### config.mk
export PLATFORM = sky130hd
export DESIGN_NAME = cache_top
export DESIGN_NICKNAME = d
export VERILOG_FILES = /design/src/cache_pkg.sv /design/src/cache_wtbuf.sv /design/src/cache_memory.sv /design/src/cache_back_end.sv /design/src/cache_control.sv /design/src/cache_top.sv
export SDC_FILE = /design/constraint.sdc
export NUM_CORES = 1
export LEC_CHECK = 0
export BUFFER_PORTS_ARGS = -buffer_cell sky130_fd_sc_hd__buf_2
export CAP_MARGIN = 20
export CORE_MARGIN = 5
export CORE_UTILIZATION = 45
export CTS_BUF_LIST = sky130_fd_sc_hd__clkbuf_8
export CTS_CLUSTER_DIAMETER = 80
export DETAILED_ROUTE_END_ITERATION = 16
export PLACE_DENSITY = 0.65
export RECOVER_POWER = 100
export SYNTH_ARGS = -nofsm -noshare
export SYNTH_HDL_FRONTEND = slang
export SYNTH_SLANG_ARGS = --single-unit
### constraint.sdc
create_clock -name clk_i -period 3.5 [get_ports clk_i]
set_clock_uncertainty 0.05 [all_clocks]
set_input_delay 0.7 -clock clk_i [delete_from_list [all_inputs] [get_ports clk_i]]
set_output_delay 0.7 -clock clk_i [all_outputs]
set_load 0.02 [all_outputs]
### src/cache_pkg.sv
package cache_pkg;

  // control port word addresses
  typedef enum logic [2:0] {
    CTRL_READ_HIT    = 3'd0,
    CTRL_READ_MISS   = 3'd1,
    CTRL_WRITE_HIT   = 3'd2,
    CTRL_WRITE_MISS  = 3'd3,
    CTRL_WTBUF_EMPTY = 3'd4,
    CTRL_INVALIDATE  = 3'd5
  } ctrl_reg_e;

  // owner of the back-end port
  typedef enum logic [1:0] {
    BE_IDLE  = 2'd0,
    BE_WRITE = 2'd1,
    BE_READ  = 2'd2
  } be_state_e;

endpackage

### src/cache_wtbuf.sv
`timescale 1ns/1ps

module cache_wtbuf #(
  parameter int ADDR_W        = 12,
  parameter int DATA_W        = 32,
  parameter int WTBUF_DEPTH_W = 2
) (
  input  logic                clk_i,
  input  logic                reset,
  input  logic                push_i,
  input  logic [ADDR_W-1:0]   push_addr_i,
  input  logic [DATA_W-1:0]   push_wdata_i,
  input  logic [DATA_W/8-1:0] push_wstrb_i,
  input  logic                pop_i,
  output logic [ADDR_W-1:0]   head_addr_o,
  output logic [DATA_W-1:0]   head_wdata_o,
  output logic [DATA_W/8-1:0] head_wstrb_o,
  output logic                empty_o,
  output logic                full_o
);

  localparam int DEPTH = 2 ** WTBUF_DEPTH_W;

  logic [ADDR_W-1:0]      addr_mem  [DEPTH];
  logic [DATA_W-1:0]      wdata_mem [DEPTH];
  logic [DATA_W/8-1:0]    wstrb_mem [DEPTH];
  // extra msb tells full from empty
  logic [WTBUF_DEPTH_W:0] wr_ptr;
  logic [WTBUF_DEPTH_W:0] rd_ptr;

  always_ff @(posedge clk_i or posedge reset) begin
    if (reset) begin
      wr_ptr <= '0;
      rd_ptr <= '0;
    end else begin
      if (push_i) wr_ptr <= wr_ptr + 1'b1;
      if (pop_i) rd_ptr <= rd_ptr + 1'b1;
    end
  end

  always_ff @(posedge clk_i) begin
    if (push_i) begin
      addr_mem[wr_ptr[WTBUF_DEPTH_W-1:0]]  <= push_addr_i;
      wdata_mem[wr_ptr[WTBUF_DEPTH_W-1:0]] <= push_wdata_i;
      wstrb_mem[wr_ptr[WTBUF_DEPTH_W-1:0]] <= push_wstrb_i;
    end
  end

  assign head_addr_o  = addr_mem[rd_ptr[WTBUF_DEPTH_W-1:0]];
  assign head_wdata_o = wdata_mem[rd_ptr[WTBUF_DEPTH_W-1:0]];
  assign head_wstrb_o = wstrb_mem[rd_ptr[WTBUF_DEPTH_W-1:0]];
  assign empty_o      = (wr_ptr == rd_ptr);
  assign full_o       = (wr_ptr[WTBUF_DEPTH_W] != rd_ptr[WTBUF_DEPTH_W]) &&
                        (wr_ptr[WTBUF_DEPTH_W-1:0] == rd_ptr[WTBUF_DEPTH_W-1:0]);

  // the cache holds a write back while full, the back end pops only a queued entry
  a_no_overflow: assert property (@(posedge clk_i) disable iff (reset) push_i |-> !full_o)
    else $error("write-through buffer pushed while full");
  a_no_underflow: assert property (@(posedge clk_i) disable iff (reset) pop_i |-> !empty_o)
    else $error("write-through buffer popped while empty");

endmodule

### src/cache_memory.sv
`timescale 1ns/1ps

module cache_memory #(
  parameter int ADDR_W        = 12,
  parameter int DATA_W        = 32,
  parameter int NLINES_W      = 3,
  parameter int WORD_OFFSET_W = 2,
  parameter int WTBUF_DEPTH_W = 2
) (
  input  logic                clk_i,
  input  logic                reset,
  input  logic                fe_req_i,
  input  logic [ADDR_W-1:0]   fe_addr_i,
  input  logic [DATA_W-1:0]   fe_wdata_i,
  input  logic [DATA_W/8-1:0] fe_wstrb_i,
  output logic [DATA_W-1:0]   fe_rdata_o,
  output logic                fe_ack_o,
  output logic                write_req_o,
  output logic [ADDR_W-1:0]   write_addr_o,
  output logic [DATA_W-1:0]   write_wdata_o,
  output logic [DATA_W/8-1:0] write_wstrb_o,
  input  logic                write_ack_i,
  output logic                read_req_o,
  output logic [ADDR_W-1:0]   read_addr_o,
  input  logic                read_ack_i,
  input  logic [DATA_W-1:0]   read_rdata_i,
  input  logic                invalidate_i,
  output logic                wtbuf_empty_o,
  output logic                write_hit_o,
  output logic                write_miss_o,
  output logic                read_hit_o,
  output logic                read_miss_o
);

  localparam int NLINES = 2 ** NLINES_W;
  localparam int TAG_W  = ADDR_W - NLINES_W - WORD_OFFSET_W;

  typedef enum logic [1:0] {
    MS_IDLE,
    MS_DRAIN,
    MS_REFILL,
    MS_RESP
  } mem_state_e;

  mem_state_e               state;
  logic                     req_pend;
  logic [ADDR_W-1:0]        addr_q;
  logic [DATA_W-1:0]        wdata_q;
  logic [DATA_W/8-1:0]      wstrb_q;
  logic [NLINES-1:0]        valid;
  logic [TAG_W-1:0]         tag_mem  [NLINES];
  logic [DATA_W-1:0]        data_mem [NLINES * 2**WORD_OFFSET_W];
  logic [TAG_W-1:0]         tag;
  logic [NLINES_W-1:0]      index;
  logic [WORD_OFFSET_W-1:0] offset;
  logic [WORD_OFFSET_W-1:0] refill_cnt;
  logic                     hit;
  logic                     is_write;
  logic                     serve;
  logic                     push;
  logic                     wtbuf_full;

  // address split of the registered request
  assign tag    = addr_q[ADDR_W-1 -: TAG_W];
  assign index  = addr_q[WORD_OFFSET_W +: NLINES_W];
  assign offset = addr_q[WORD_OFFSET_W-1:0];

  assign is_write = |wstrb_q;
  assign hit      = valid[index] && (tag_mem[index] == tag);
  // lookup only from idle
  assign serve    = req_pend && (state == MS_IDLE);
  assign push     = serve && is_write && !wtbuf_full;

  assign write_hit_o  = push && hit;
  assign write_miss_o = push && !hit;
  assign read_hit_o   = serve && !is_write && hit;
  assign read_miss_o  = serve && !is_write && !hit;
  assign fe_ack_o     = push || read_hit_o || (state == MS_RESP);
  assign fe_rdata_o   = data_mem[{index, offset}];
  assign read_req_o   = (state == MS_REFILL);
  // refill walks the line from word 0
  assign read_addr_o  = {tag, index, refill_cnt};
  assign write_req_o  = !wtbuf_empty_o;

  always_ff @(posedge clk_i or posedge reset) begin
    if (reset) begin
      req_pend <= 1'b0;
    end else if (fe_req_i) begin
      req_pend <= 1'b1;
    end else if (fe_ack_o) begin
      req_pend <= 1'b0;
    end
  end

  always_ff @(posedge clk_i) begin
    if (fe_req_i) begin
      addr_q  <= fe_addr_i;
      wdata_q <= fe_wdata_i;
      wstrb_q <= fe_wstrb_i;
    end
  end

  always_ff @(posedge clk_i or posedge reset) begin
    if (reset) begin
      state      <= MS_IDLE;
      refill_cnt <= '0;
    end else begin
      case (state)
        MS_IDLE: if (read_miss_o) state <= MS_DRAIN;
        // memory must hold every buffered write before the line is fetched
        MS_DRAIN: if (wtbuf_empty_o) state <= MS_REFILL;
        MS_REFILL: begin
          if (read_ack_i) begin
            refill_cnt <= refill_cnt + 1'b1;
            if (&refill_cnt) state <= MS_RESP;
          end
        end
        default: state <= MS_IDLE;
      endcase
    end
  end

  always_ff @(posedge clk_i or posedge reset) begin
    if (reset) begin
      valid <= '0;
    end else if (invalidate_i) begin
      valid <= '0;
    end else if (read_req_o && read_ack_i && (&refill_cnt)) begin
      valid[index] <= 1'b1;
    end
  end

  always_ff @(posedge clk_i) begin
    if (read_req_o && read_ack_i) begin
      data_mem[{index, refill_cnt}] <= read_rdata_i;
      if (&refill_cnt) tag_mem[index] <= tag;
    end else if (write_hit_o) begin
      // merge only the strobed bytes
      for (int b = 0; b < DATA_W/8; b++) begin
        if (wstrb_q[b]) data_mem[{index, offset}][8*b +: 8] <= wdata_q[8*b +: 8];
      end
    end
  end

  cache_wtbuf #(
    .ADDR_W       (ADDR_W),
    .DATA_W       (DATA_W),
    .WTBUF_DEPTH_W(WTBUF_DEPTH_W)
  ) wtbuf_inst (
    .clk_i       (clk_i),
    .reset       (reset),
    .push_i      (push),
    .push_addr_i (addr_q),
    .push_wdata_i(wdata_q),
    .push_wstrb_i(wstrb_q),
    .pop_i       (write_ack_i),
    .head_addr_o (write_addr_o),
    .head_wdata_o(write_wdata_o),
    .head_wstrb_o(write_wstrb_o),
    .empty_o     (wtbuf_empty_o),
    .full_o      (wtbuf_full)
  );

  // requester waits for each ack before the next request
  a_ack_single: assert property (@(posedge clk_i) disable iff (reset) fe_ack_o |=> !fe_ack_o)
    else $error("front-end ack held for two cycles");

endmodule

### src/cache_back_end.sv
`timescale 1ns/1ps

module cache_back_end
  import cache_pkg::*;
#(
  parameter int ADDR_W = 12,
  parameter int DATA_W = 32
) (
  input  logic                clk_i,
  input  logic                reset,
  input  logic                write_req_i,
  input  logic [ADDR_W-1:0]   write_addr_i,
  input  logic [DATA_W-1:0]   write_wdata_i,
  input  logic [DATA_W/8-1:0] write_wstrb_i,
  output logic                write_ack_o,
  input  logic                read_req_i,
  input  logic [ADDR_W-1:0]   read_addr_i,
  output logic                read_ack_o,
  output logic [DATA_W-1:0]   read_rdata_o,
  output logic                be_req_o,
  output logic [ADDR_W-1:0]   be_addr_o,
  output logic [DATA_W-1:0]   be_wdata_o,
  output logic [DATA_W/8-1:0] be_wstrb_o,
  input  logic [DATA_W-1:0]   be_rdata_i,
  input  logic                be_ack_i
);

  be_state_e state;

  always_ff @(posedge clk_i or posedge reset) begin
    if (reset) begin
      state <= BE_IDLE;
    end else begin
      case (state)
        // buffered writes go first
        BE_IDLE: begin
          if (write_req_i) state <= BE_WRITE;
          else if (read_req_i) state <= BE_READ;
        end
        default: begin
          if (be_ack_i) state <= BE_IDLE;
        end
      endcase
    end
  end

  // latch the transfer so the port holds still until the ack
  always_ff @(posedge clk_i) begin
    if (state == BE_IDLE) begin
      if (write_req_i) begin
        be_addr_o  <= write_addr_i;
        be_wdata_o <= write_wdata_i;
        be_wstrb_o <= write_wstrb_i;
      end else begin
        be_addr_o  <= read_addr_i;
        be_wdata_o <= '0;
        be_wstrb_o <= '0;
      end
    end
  end

  // idle state after every ack gives the required low cycle
  assign be_req_o     = (state != BE_IDLE);
  assign write_ack_o  = (state == BE_WRITE) && be_ack_i;
  assign read_ack_o   = (state == BE_READ) && be_ack_i;
  assign read_rdata_o = be_rdata_i;

  a_addr_stable: assert property (@(posedge clk_i) disable iff (reset)
    be_req_o && !be_ack_i |=> $stable(be_addr_o))
    else $error("back-end address moved under a pending request");

endmodule

### src/cache_control.sv
`timescale 1ns/1ps

module cache_control
  import cache_pkg::*;
#(
  parameter int DATA_W = 32,
  parameter int CNT_W  = 16
) (
  input  logic              clk_i,
  input  logic              reset,
  input  logic              ctrl_req_i,
  input  ctrl_reg_e         ctrl_addr_i,
  input  logic              ctrl_wr_i,
  output logic [DATA_W-1:0] ctrl_rdata_o,
  output logic              ctrl_ack_o,
  input  logic              write_hit_i,
  input  logic              write_miss_i,
  input  logic              read_hit_i,
  input  logic              read_miss_i,
  input  logic              wtbuf_empty_i,
  output logic              invalidate_o
);

  // counters in register map order
  logic [CNT_W-1:0] cnt [4];
  logic [3:0]       events;

  assign events = {write_miss_i, write_hit_i, read_miss_i, read_hit_i};

  always_ff @(posedge clk_i or posedge reset) begin
    if (reset) begin
      ctrl_ack_o   <= 1'b0;
      invalidate_o <= 1'b0;
      for (int i = 0; i < 4; i++) cnt[i] <= '0;
    end else begin
      ctrl_ack_o   <= ctrl_req_i;
      invalidate_o <= ctrl_req_i && ctrl_wr_i && (ctrl_addr_i == CTRL_INVALIDATE);
      // saturate at all ones
      for (int i = 0; i < 4; i++) begin
        if (invalidate_o) cnt[i] <= '0;
        else if (events[i] && !(&cnt[i])) cnt[i] <= cnt[i] + 1'b1;
      end
    end
  end

  always_ff @(posedge clk_i) begin
    if (ctrl_req_i) begin
      case (ctrl_addr_i)
        CTRL_READ_HIT, CTRL_READ_MISS, CTRL_WRITE_HIT, CTRL_WRITE_MISS:
          ctrl_rdata_o <= DATA_W'(cnt[ctrl_addr_i[1:0]]);
        CTRL_WTBUF_EMPTY: ctrl_rdata_o <= DATA_W'(wtbuf_empty_i);
        default: ctrl_rdata_o <= '0;
      endcase
    end
  end

endmodule

### src/cache_top.sv
`timescale 1ns/1ps

module cache_top
  import cache_pkg::*;
#(
  parameter int ADDR_W        = 12,
  parameter int DATA_W        = 32,
  parameter int NLINES_W      = 3,
  parameter int WORD_OFFSET_W = 2,
  parameter int WTBUF_DEPTH_W = 2,
  parameter int CNT_W         = 16
) (
  input  logic                clk_i,
  input  logic                reset,
  input  logic                fe_req_i,
  input  logic [ADDR_W-1:0]   fe_addr_i,
  input  logic [DATA_W-1:0]   fe_wdata_i,
  input  logic [DATA_W/8-1:0] fe_wstrb_i,
  output logic [DATA_W-1:0]   fe_rdata_o,
  output logic                fe_ack_o,
  input  logic                ctrl_req_i,
  input  ctrl_reg_e           ctrl_addr_i,
  input  logic                ctrl_wr_i,
  output logic [DATA_W-1:0]   ctrl_rdata_o,
  output logic                ctrl_ack_o,
  output logic                be_req_o,
  output logic [ADDR_W-1:0]   be_addr_o,
  output logic [DATA_W-1:0]   be_wdata_o,
  output logic [DATA_W/8-1:0] be_wstrb_o,
  input  logic [DATA_W-1:0]   be_rdata_i,
  input  logic                be_ack_i
);

  // write-drain channel
  logic                write_req;
  logic [ADDR_W-1:0]   write_addr;
  logic [DATA_W-1:0]   write_wdata;
  logic [DATA_W/8-1:0] write_wstrb;
  logic                write_ack;
  // refill channel
  logic                read_req;
  logic [ADDR_W-1:0]   read_addr;
  logic                read_ack;
  logic [DATA_W-1:0]   read_rdata;
  // events and invalidate
  logic                wtbuf_empty;
  logic                write_hit;
  logic                write_miss;
  logic                read_hit;
  logic                read_miss;
  logic                invalidate;

  cache_memory #(
    .ADDR_W(ADDR_W), .DATA_W(DATA_W), .NLINES_W(NLINES_W),
    .WORD_OFFSET_W(WORD_OFFSET_W), .WTBUF_DEPTH_W(WTBUF_DEPTH_W)
  ) memory_inst (
    .clk_i(clk_i), .reset(reset),
    .fe_req_i(fe_req_i), .fe_addr_i(fe_addr_i), .fe_wdata_i(fe_wdata_i),
    .fe_wstrb_i(fe_wstrb_i), .fe_rdata_o(fe_rdata_o), .fe_ack_o(fe_ack_o),
    .write_req_o(write_req), .write_addr_o(write_addr), .write_wdata_o(write_wdata),
    .write_wstrb_o(write_wstrb), .write_ack_i(write_ack),
    .read_req_o(read_req), .read_addr_o(read_addr),
    .read_ack_i(read_ack), .read_rdata_i(read_rdata),
    .invalidate_i(invalidate), .wtbuf_empty_o(wtbuf_empty),
    .write_hit_o(write_hit), .write_miss_o(write_miss),
    .read_hit_o(read_hit), .read_miss_o(read_miss)
  );

  cache_back_end #(
    .ADDR_W(ADDR_W), .DATA_W(DATA_W)
  ) back_end_inst (
    .clk_i(clk_i), .reset(reset),
    .write_req_i(write_req), .write_addr_i(write_addr), .write_wdata_i(write_wdata),
    .write_wstrb_i(write_wstrb), .write_ack_o(write_ack),
    .read_req_i(read_req), .read_addr_i(read_addr),
    .read_ack_o(read_ack), .read_rdata_o(read_rdata),
    .be_req_o(be_req_o), .be_addr_o(be_addr_o), .be_wdata_o(be_wdata_o),
    .be_wstrb_o(be_wstrb_o), .be_rdata_i(be_rdata_i), .be_ack_i(be_ack_i)
  );

  cache_control #(
    .DATA_W(DATA_W), .CNT_W(CNT_W)
  ) control_inst (
    .clk_i(clk_i), .reset(reset),
    .ctrl_req_i(ctrl_req_i), .ctrl_addr_i(ctrl_addr_i), .ctrl_wr_i(ctrl_wr_i),
    .ctrl_rdata_o(ctrl_rdata_o), .ctrl_ack_o(ctrl_ack_o),
    .write_hit_i(write_hit), .write_miss_i(write_miss),
    .read_hit_i(read_hit), .read_miss_i(read_miss),
    .wtbuf_empty_i(wtbuf_empty), .invalidate_o(invalidate)
  );

endmodule

# Word-level counts from Yosys, hierarchy flattened

Memory sizes are Yosys's and may differ from the RTL's. A register that Yosys moved wholly into a read port is not among the register bits.
Cells that the tools add are included.

Memories kept: 5
Logic and storage cells: 164
RAM bits: 1,272
Flip-flop bits (word level): 179
Output and inout port bits: 115

Multiplexer cells: 58
Equal/unequal tests: 19
Order comparisons: 3
Reductions and logical operators: 52
Bitwise operators: 2
Add/subtract/negate cells: 7

Memories:

| memory                           | depth | bits a word | rd ports | clocked after memory_dff | write ports | line               | RTL |
|---|---|---|---|---|---|---|---|
| memory_inst.data_mem             | 32    | 32          | 1        | 1                        | 1           | cache_memory.sv:52 | `logic [DATA_W-1:0] data_mem [NLINES * 2**WORD_OFFSET_W];` |
| memory_inst.wtbuf_inst.wdata_mem | 4     | 32          | 1        | 1                        | 1           | cache_wtbuf.sv:25  | `logic [DATA_W-1:0] wdata_mem [DEPTH];` |
| memory_inst.tag_mem              | 8     | 7           | 1        | 1                        | 1           | cache_memory.sv:51 | `logic [TAG_W-1:0] tag_mem [NLINES];` |
| memory_inst.wtbuf_inst.addr_mem  | 4     | 12          | 1        | 0                        | 1           | cache_wtbuf.sv:24  | `logic [ADDR_W-1:0] addr_mem [DEPTH];` |
| memory_inst.wtbuf_inst.wstrb_mem | 4     | 4           | 1        | 1                        | 1           | cache_wtbuf.sv:26  | `logic [DATA_W/8-1:0] wstrb_mem [DEPTH];` |

Operators with widths:

| cell                                                            | count |
|---|---|
| 16-bit 2-to-1 mux                                               | 10 |
| 16-bit by 1-bit adder with 16-bit output, second input constant | 4 |
| 16-bit AND reduction                                            | 4 |
| 16-bit binary-select mux with 2-bit select                      | 1 |
| 32-bit 2-to-1 mux                                               | 1 |
| 16-bit one-hot mux with 2 select lines                          | 1 |
| 32-bit OR reduction                                             | 1 |
| 1-bit 2-to-1 mux                                                | 27 |
| 1-bit logical AND                                               | 21 |
| 2-bit 2-to-1 mux                                                | 8 |
| 8-bit 2-to-1 mux                                                | 2 |
| 2-bit nonzero test                                              | 8 |
| 12-bit 2-to-1 mux                                               | 1 |
| 5-bit 2-to-1 mux                                                | 2 |
| 8-bit OR                                                        | 1 |
| 4-bit OR reduction                                              | 2 |
| 7-bit == test                                                   | 1 |
| 1-bit logical NOT                                               | 7 |
| 3-bit by 1-bit adder with 3-bit output, second input constant   | 2 |
| 2-bit == test, second input constant                            | 3 |
| 3-bit by 2-bit == test with 1-bit output, second input constant | 2 |
| 3-bit == test, second input constant                            | 2 |
| 2-bit one-hot mux with 3 select lines                           | 1 |
| 2-bit AND reduction                                             | 3 |
| 21 further kinds                                                | 26 |

# Longest topological paths before layout

Gate-level depths: netlist (run 1).

Depth in word-level cells: 10
Mapped depth: 11
Depth with buffers taken out: 8

# Cells and area by module

From an unflattened synthesis (run 1), not the netlist that was laid out.

Cell total of the unflattened synthesis: 2,846
Area, all modules: 59,430.7 µm²

By module, submodules not included:

| module         | area each (µm²) | cells an instance | sequential area each (µm²) | instances |
|---|---|---|---|---|
| cache_memory   | 45,122.0        | 1,942             | 34,297.9                   | 1 |
| cache_wtbuf    | 7,333.3         | 283               | 5,915.7                    | 1 |
| cache_control  | 4,798.4         | 476               | 2,132.0                    | 1 |
| cache_back_end | 2,177.1         | 145               | 1,491.4                    | 1 |

# Least setup slack after synthesis (run 1)

OpenSTA, ideal clock, no wires.

Path type: reg-to-output
Start point: register (tool-made name)
End point: output fe_rdata_o[0]
Data arrival time: 2,757 ps
Path slack: -7 ps
Cell stages (with the launch flop): 7
Buffers on the path: 3
Path through: dfxtp_1 clkbuf_1 clkbuf_1 buf_1 mux4_2 mux4_2 mux2_2

RTL lines:

| what             | line            | RTL |
|---|---|---|
| end: declaration | cache_top.sv:19 | `output logic [DATA_W-1:0] fe_rdata_o,` |

==> metrics.md, run 1 <==
| Metric | Value |
|---|---|
| EDFF count, synth | `1384` |
| RSZ-0062 raised after global routing | `true` |
| CTS buffer count | `226` |
| DRC Markers | `0` |
| Setup TNS | `-96.30 ns` |
| WHS Endpoint | `control_inst.invalidate_o$_DFF_PP0_` |
| Yosys cell types | `68` |
| # placed instances | `4840` |
| Worst min path class | `primary input to flop` |
| Die width | `371 um` |
| Antenna Violating Nets Remaining | `0` |
| Pleak | `23.4 nW` |
| P&R area growth vs syn | `19.2%` |
| Delay of the slowest cell on the worst path | `0.57 ns` |
| Core Util, Final | `53.9%` |
| Top FF cell, synth | `edfxtp_1` |
| Placed Instance Area | `63400 um2` |
| Cell count after synthesis | `2818` |
| CP max-delay cell | `mux4_2` |
| WP depth | `7` |
| Worst Tran Pin Value | `2.49 ns` |
| Yosys reg bits | `1476` |
| First-pass GRT wire length | `210000 um` |
| Final instance area | `69700 um2` |
| Core Box Area | `129000 um2` |
| Num Clock Sinks | `1476` |
| Initial antenna violation count | `2` |
| Critical path endpoint category | `output pin` |
| Crit Path Category | `flop to output pin` |
| CTS tree | `yes` |
| Clock period minus worst slack | `4.05 ns` |
| HP Start | `ctrl_addr_i[2]` |
| Cells along the critical path | `buf_12 > buf_16 > buf_12 > mux4_2 > mux4_2 > mux2_4 > buf_6` |
| DRT Pass-1 Iters | `5` |
| Min-Delay Path Depth | `3` |
| DR iter-0 viols | `3757` |
| Root Buffer | `clkbuf_8` |
| Failing checks | `capacitance limit, slew limit, setup timing` |
| Final worst-path cycle share | `116%` |
| DR vias | `30400` |
| Worst path bufs/invs | `4` |
| DR vias/cell | `5.67` |
| Slew Limit Headroom | `-65.8%` |
| I/O Buffers | `187` |
| Initial Utilization | `45.2%` |
| Total chip power | `41.1 mW` |
| H-tree depth | `4` |
| Clk buf depth | `3` |
| R2r endpoint | `memory_inst.data_mem[28][9]$_DFFE_PP_` |
| R2R cell count | `11` |
| Filler instances | `9853` |
| Startpoint types | `flop` |
| CTS clk-pin slew, worst paths | `0.06 ns` |
| Syn Area/Cell | `20.8 um2` |
| Final Max Slew Viols | `131` |
| Slack of the critical path | `-0.555 ns` |
| Fmax | `0.247 GHz` |
| Fin. Hold Viols | `0` |
| Cell Pwr Density | `589 nW/um2` |
| Run status | `finished with violations` |
| Total GRT Usage | `20.7%` |
| Post-Route WL | `143000 um` |
| Largest net degree at the start of global routing | `65` |
| Row count | `132` |
| Share of layout cells above drive strength 1 | `33.7%` |
| Full die area | `137000 um2` |
| Critical Path AT | `3.30 ns` |
| Die height | `371 um` |
| Reg-to-Reg Start | `memory_inst.state[0]$_DFFE_PP0P_` |
| # IOs | `204` |
| R2R setup slack | `-0.21 ns` |
| Dpl hpwl | `90000 um` |
| Yosys warning total | `0` |
| Post-Layout Cell Count | `5360` |
| Maximum VDD drop | `0.000390 V` |
| Final Setup Violations | `1111` |
| Ys async rst share | `5.89%` |
| WL/cell | `26.7 um` |
| CP Max Fanout | `8` |
| Nets | `3539` |
| Vias in the first global route | `31600` |
| Number of max-cap violations | `3` |
| Worst EP required | `2.75 ns` |
| Crit path max-delay family | `multiplexers` |
| Cell Area, Synth | `58500 um2` |
| GPL Wtd Cong | `0.811` |
| Latest clock arrival within the worst-skew pair | `0.93 ns` |
| Total global routing overflow | `0` |
| Register area share after synthesis | `74.9%` |
==> worst reg2reg max path: stages, from the launching register on <==
cell	delay [ns]
dfrtp_1	0.42
inv_1	0.10
ha_1	0.25
nand2_1	0.09
a311oi_2	0.31
clkbuf_1	0.67
nand4_1	0.18
o31ai_1	0.42
buf_4	0.31
nand2_1	0.18
nor2_1	0.17
buf_4	0.22
==> cell usage after synthesis, types with 26 or more instances <==
cell type     n  share of area, %
nor2_1      187               1.2
edfxtp_1   1384                71
nand2_1      68              0.44
a21oi_1      37              0.32
mux2_2       95               1.8
buf_1        33              0.21
nor2b_1      71              0.76
inv_1        28              0.18
nand3_1      26              0.22
mux4_2      392                15
dfrtp_1      87               3.7
clkbuf_1     92              0.59
==> stage by stage <==
stage | worst slack [ns] | hold WS (ns)
final | -0.555 | 0.161
after global routing | -0.707 | 0.122
after CTS | -0.706 | 0.0481
after detailed placement | -0.0516 | 0.438
after global placement | 0.00245 | 0.421
after floorplan | 0.00300 | 0.408
==> state kept, by name (all words and copies together), names as in the netlist, 3 cells and up, named ones only <==
| name | cells |
|---|---|
| memory_inst.valid | 8 |
| memory_inst.wtbuf_inst.wdata_mem | 128 |
| back_end_inst.be_wdata_o | 32 |
| control_inst.ctrl_rdata_o | 16 |
| control_inst.cnt | 64 |
| memory_inst.wtbuf_inst.addr_mem | 48 |
| memory_inst.data_mem | 1024 |
| back_end_inst.be_addr_o | 12 |
| memory_inst.addr_q | 12 |
| memory_inst.tag_mem | 56 |
| back_end_inst.be_wstrb_o | 4 |
| memory_inst.wstrb_q | 4 |
| memory_inst.wdata_q | 32 |
| memory_inst.wtbuf_inst.wr_ptr | 3 |
| memory_inst.wtbuf_inst.wstrb_mem | 16 |
| memory_inst.wtbuf_inst.rd_ptr | 3 |
==> worst max path at each step <==
| stage | from | endpoint |
|---|---|---|
| finish | flop | fe_rdata_o[4] |
| global route | flop | fe_ack_o |
| CTS | flop | fe_rdata_o[10] |
| detailed placement | flop | memory_inst.data_mem[9][9]$_DFFE_PP_ |
| global placement | flop | memory_inst.data_mem[14][11]$_DFFE_PP_ |
| floorplan | flop | fe_rdata_o[21] |
==> routing by layer <==
layer | wire [um] | global-route usage [%]
met3 | 11500 | 3.88
met5 | 0 | 0
met4 | 3300 | 5.80
met1 | 57700 | 28.9
met2 | 70900 | 33.8
==> layout by cell type, fill, tap and decap left out, types with 53 or more instances in the layout <==
cell | netlist | routed
nor2b_1 | 71 | 71
mux4_2 | 392 | 393
dfrtp_1 | 87 | 85
buf_6 | 4 | 53
mux2_2 | 95 | 56
clkinv_1 | 0 | 70
clkbuf_1 | 92 | 99
clkbuf_8 | 0 | 228
nand2_1 | 68 | 67
inv_1 | 28 | 78
buf_4 | 18 | 163
buf_2 | 16 | 70
nor2_1 | 187 | 174
edfxtp_1 | 1384 | 1384
==> power by group <==
part           internal, mW  leakage (nW)  switching [mW]
clock network          6.60          2.31            6.61
logic                  2.94          7.33            3.88
registers              20.6          13.8           0.486
==> final cells by class <==
class	count	area (um2)	share of cell area (%)
diodes	2	5.00	0.00718
repair buffers	538	5180	7.44
well taps	1742	2180	3.13
flip-flops and latches	1476	43900	62.9
multi-input cells	1166	14200	20.4
clock inverters	180	1010	1.45
inverters	28	106	0.153
clock buffers	228	3140	4.50
==> kinds of logic after synthesis <==
kind of cell	after synthesis	share of synthesized area [%]
AO/OA/AOI/OAI	109	1.20
XOR/XNOR	17	0.280
adder cells (fa/ha/maj)	14	0.299
buffers and inverters	191	1.43
flip-flops	1476	74.9
multiplexers	518	17.5
other	1	0.00641
AND/OR/NAND/NOR	492	4.35
==> what timing repair did <==
action	in CTS	in global routing
gates resized for setup	123	82
hold buffers	52	0
buffers inserted	25	14
cloned	17	13
endpoints found under the hold margin	99	0
endpoints found under the setup margin	602	1021
pin swaps	3	11
No activity file was read; power rests on OpenSTA's default activity.
==> run 2, diff against run 1 <==
RECOVER_POWER = not set   (was 100)
==> metrics.md, run 2 (synthesized netlist as in run 1, its figures left out) <==
| Metric | Value |
|---|---|
| Row count | `132 (unchanged)` |
| Register bank with the most flops | `memory_inst.data_mem (unchanged)` |
| Num Clock Sinks | `1476 (unchanged)` |
| Critical path endpoint category | `output pin (unchanged)` |
| Die height | `371 um (unchanged)` |
| CP max-delay cell | `mux4_2 (unchanged)` |
| Total GRT Usage | `20.7% (unchanged)` |
| Slew Limit Headroom | `28.7% (was -65.8%)` |
| Fmax | `0.246 GHz (was 0.247 GHz)` |
| Core Box Area | `129000 um2 (unchanged)` |
| Pleak | `23.7 nW (was 23.4 nW)` |
| Crit path top cell by count | `mux4_2` |
| Die width | `371 um (unchanged)` |
| Delay of the slowest cell on the worst path | `0.55 ns (was 0.57 ns)` |
| # IOs | `204 (unchanged)` |
| Share of layout cells above drive strength 1 | `36.6% (was 33.7%)` |
| Fin. Hold Viols | `0 (unchanged)` |
| Dpl hpwl | `90000 um (unchanged)` |
| Failing checks | `setup timing (was capacitance limit, slew limit, setup timing)` |
| Multi-input gate area | `14200 um2 (about the same)` |
| GPL Wtd Cong | `0.811 (unchanged)` |
| Antenna Violating Nets Remaining | `0 (unchanged)` |
| DR iter-0 viols | `3615 (was 3757)` |
| Cells along the critical path | `buf_12 > buf_8 > buf_16 > mux4_2 > mux4_2 > mux2_4 > buf_6 (was buf_12 > buf_16 > buf_12 > mux4_2 > mux4_2 > mux2_4 > buf_6)` |
| Number of max-cap violations | `0 (was 3)` |
| Commonest non-fill, non-tap cells in the layout | `edfxtp_1 (1384), mux4_2 (393), clkbuf_8 (228), buf_4 (180), nor2_1 (174) (was edfxtp_1 (1384), mux4_2 (393), clkbuf_8 (228), nor2_1 (174), buf_4 (163))` |
| CTS tree | `yes (unchanged)` |
| R2R setup slack | `-0.11 ns (was -0.21 ns)` |
| R2r endpoint | `memory_inst.data_mem[6][24]$_DFFE_PP_ (was memory_inst.data_mem[28][9]$_DFFE_PP_)` |
| Clock period minus worst slack | `4.06 ns (was 4.05 ns)` |
| Root Buffer | `clkbuf_8 (unchanged)` |
| Run status | `finished with violations (unchanged)` |
| Filler instances | `9785 (was 9853)` |
| P&R area growth vs syn | `19.5% (was 19.2%)` |
| I/O Buffers | `187 (unchanged)` |
| DR vias/cell | `5.66 (was 5.67)` |
| Worst EP required | `2.75 ns (about the same)` |
| Commonest non-fill, non-tap cell in the layout | `edfxtp_1 (unchanged)` |
| R2R cell count | `14 (was 11)` |
| H-tree depth | `4 (unchanged)` |
| Maximum VDD drop | `0.000415 V (was 0.000390 V)` |
| CP Max Fanout | `8 (unchanged)` |
| Worst min path class | `primary input to flop (unchanged)` |
| Largest net degree at the start of global routing | `65 (unchanged)` |
| Latest clock arrival within the worst-skew pair | `0.92 ns (was 0.93 ns)` |
| Initial antenna violation count | `2 (unchanged)` |
| CTS clk-pin slew, worst paths | `0.06 ns (about the same)` |
| DR vias | `30400 (about the same)` |
| Full die area | `137000 um2 (unchanged)` |
| Worst Tran Pin Value | `1.07 ns (was 2.49 ns)` |
| Clk buf depth | `3 (unchanged)` |
| Total global routing overflow | `0 (unchanged)` |
| RSZ-0062 raised after global routing | `true (unchanged)` |
| Final Setup Violations | `606 (was 1111)` |
| DRT Pass-1 Iters | `7 (was 5)` |
| CTS buffer count | `226 (unchanged)` |
| DRC Markers | `0 (unchanged)` |
| Initial Utilization | `45.2% (unchanged)` |
| Core Util, Final | `54.1% (was 53.9%)` |
| Nets | `3539 (unchanged)` |
| Vias in the first global route | `31600 (unchanged)` |
| First-pass GRT wire length | `210000 um (unchanged)` |
| Worst slack, placed | `-0.0516 ns (unchanged)` |
| Crit path capture | `fe_rdata_o[0] (was fe_rdata_o[4])` |
| Critical Path AT | `3.31 ns (was 3.30 ns)` |
| WL/cell | `26.8 um (was 26.7 um)` |
| Slack of the critical path | `-0.559 ns (was -0.555 ns)` |
| Final Max Slew Viols | `0 (was 131)` |
| Cell Pwr Density | `589 nW/um2 (about the same)` |
| Total chip power | `41.2 mW (was 41.1 mW)` |
| Reg area | `43900 um2 (about the same)` |
| Crit Path Category | `flop to output pin (unchanged)` |
| Post-Route WL | `143000 um (about the same)` |
| Final worst-path cycle share | `116% (about the same)` |
| Startpoint types | `flop (unchanged)` |
| Max reg flops | `1024 (unchanged)` |
-- run 2: timing repair --
item	CTS	global route
buffers inserted	25	14
hold buffers	52	0
endpoints found under the hold margin	99	0
gates cloned	17	13
endpoints found under the setup margin	602	1021
resized for setup	123	82
pin swaps	3	11
-- run 2: worst min path at each step --
stage                                     startpoint                                  end  slack, ns  depth (start not counted)
finish                                ctrl_addr_i[2]  control_inst.invalidate_o$_DFF_PP0_       0.16                          3
global route                          ctrl_addr_i[2]  control_inst.invalidate_o$_DFF_PP0_       0.12                          3
CTS                                   ctrl_addr_i[2]  control_inst.invalidate_o$_DFF_PP0_       0.05                          3
detailed placement  memory_inst.valid[6]$_DFFE_PP0P_     memory_inst.valid[6]$_DFFE_PP0P_       0.44                          2
global placement    memory_inst.valid[0]$_DFFE_PP0P_     memory_inst.valid[0]$_DFFE_PP0P_       0.42                          2
floorplan           memory_inst.valid[0]$_DFFE_PP0P_     memory_inst.valid[0]$_DFFE_PP0P_       0.41                          2
-- run 2: power breakdown --
part | switching, mW | internal [mW] | leakage [nW]
logic | 3.89 | 3.06 | 7.65
clock network | 6.60 | 6.60 | 2.31
registers | 0.481 | 20.5 | 13.8
total | 11.0 | 30.2 | 23.7
-- run 2: final cells by class --
| type | instances | share of cell area, % |
|---|---|---|
| clock buffers | 228 | 4.49 |
| inverters | 28 | 0.152 |
| diodes | 1 | 0.00358 |
| multi-input cells | 1166 | 20.4 |
| clock inverters | 180 | 1.45 |
| well taps | 1742 | 3.12 |
| repair buffers | 538 | 7.72 |
| flip-flops and latches | 1476 | 62.7 |
-- run 2: layer usage --
metal / routed length (um) / global-route usage [%] / share of wire, %
met5: 0 / 0 / 0
met4: 3140 / 5.80 / 2.2
met3: 11400 / 3.88 / 7.9
met2: 71000 / 33.8 / 49
met1: 57900 / 28.9 / 40
-- run 2: per-stage QoR --
step	setup TNS (ns)	cells	area [um2]	hold WS, ns
2_1_floorplan	0	2833	58600	0.408
3_3_place_gp	0	4840	63400	0.421
3_5_place_dp	-6.26	4840	63400	0.438
4_1_cts	-21.41	5342	69300	0.0481
5_1_grt	-179.41	5359	69900	0.122
6_report	-46.49	5359	69900	0.160
-- run 2: worst max-delay path, delay by kind of cell (launching register included) --
kind	cells	cell delay [ns]
multiplexers	3	1.38
buffers and inverters	4	0.61
flip-flops	1	0.39
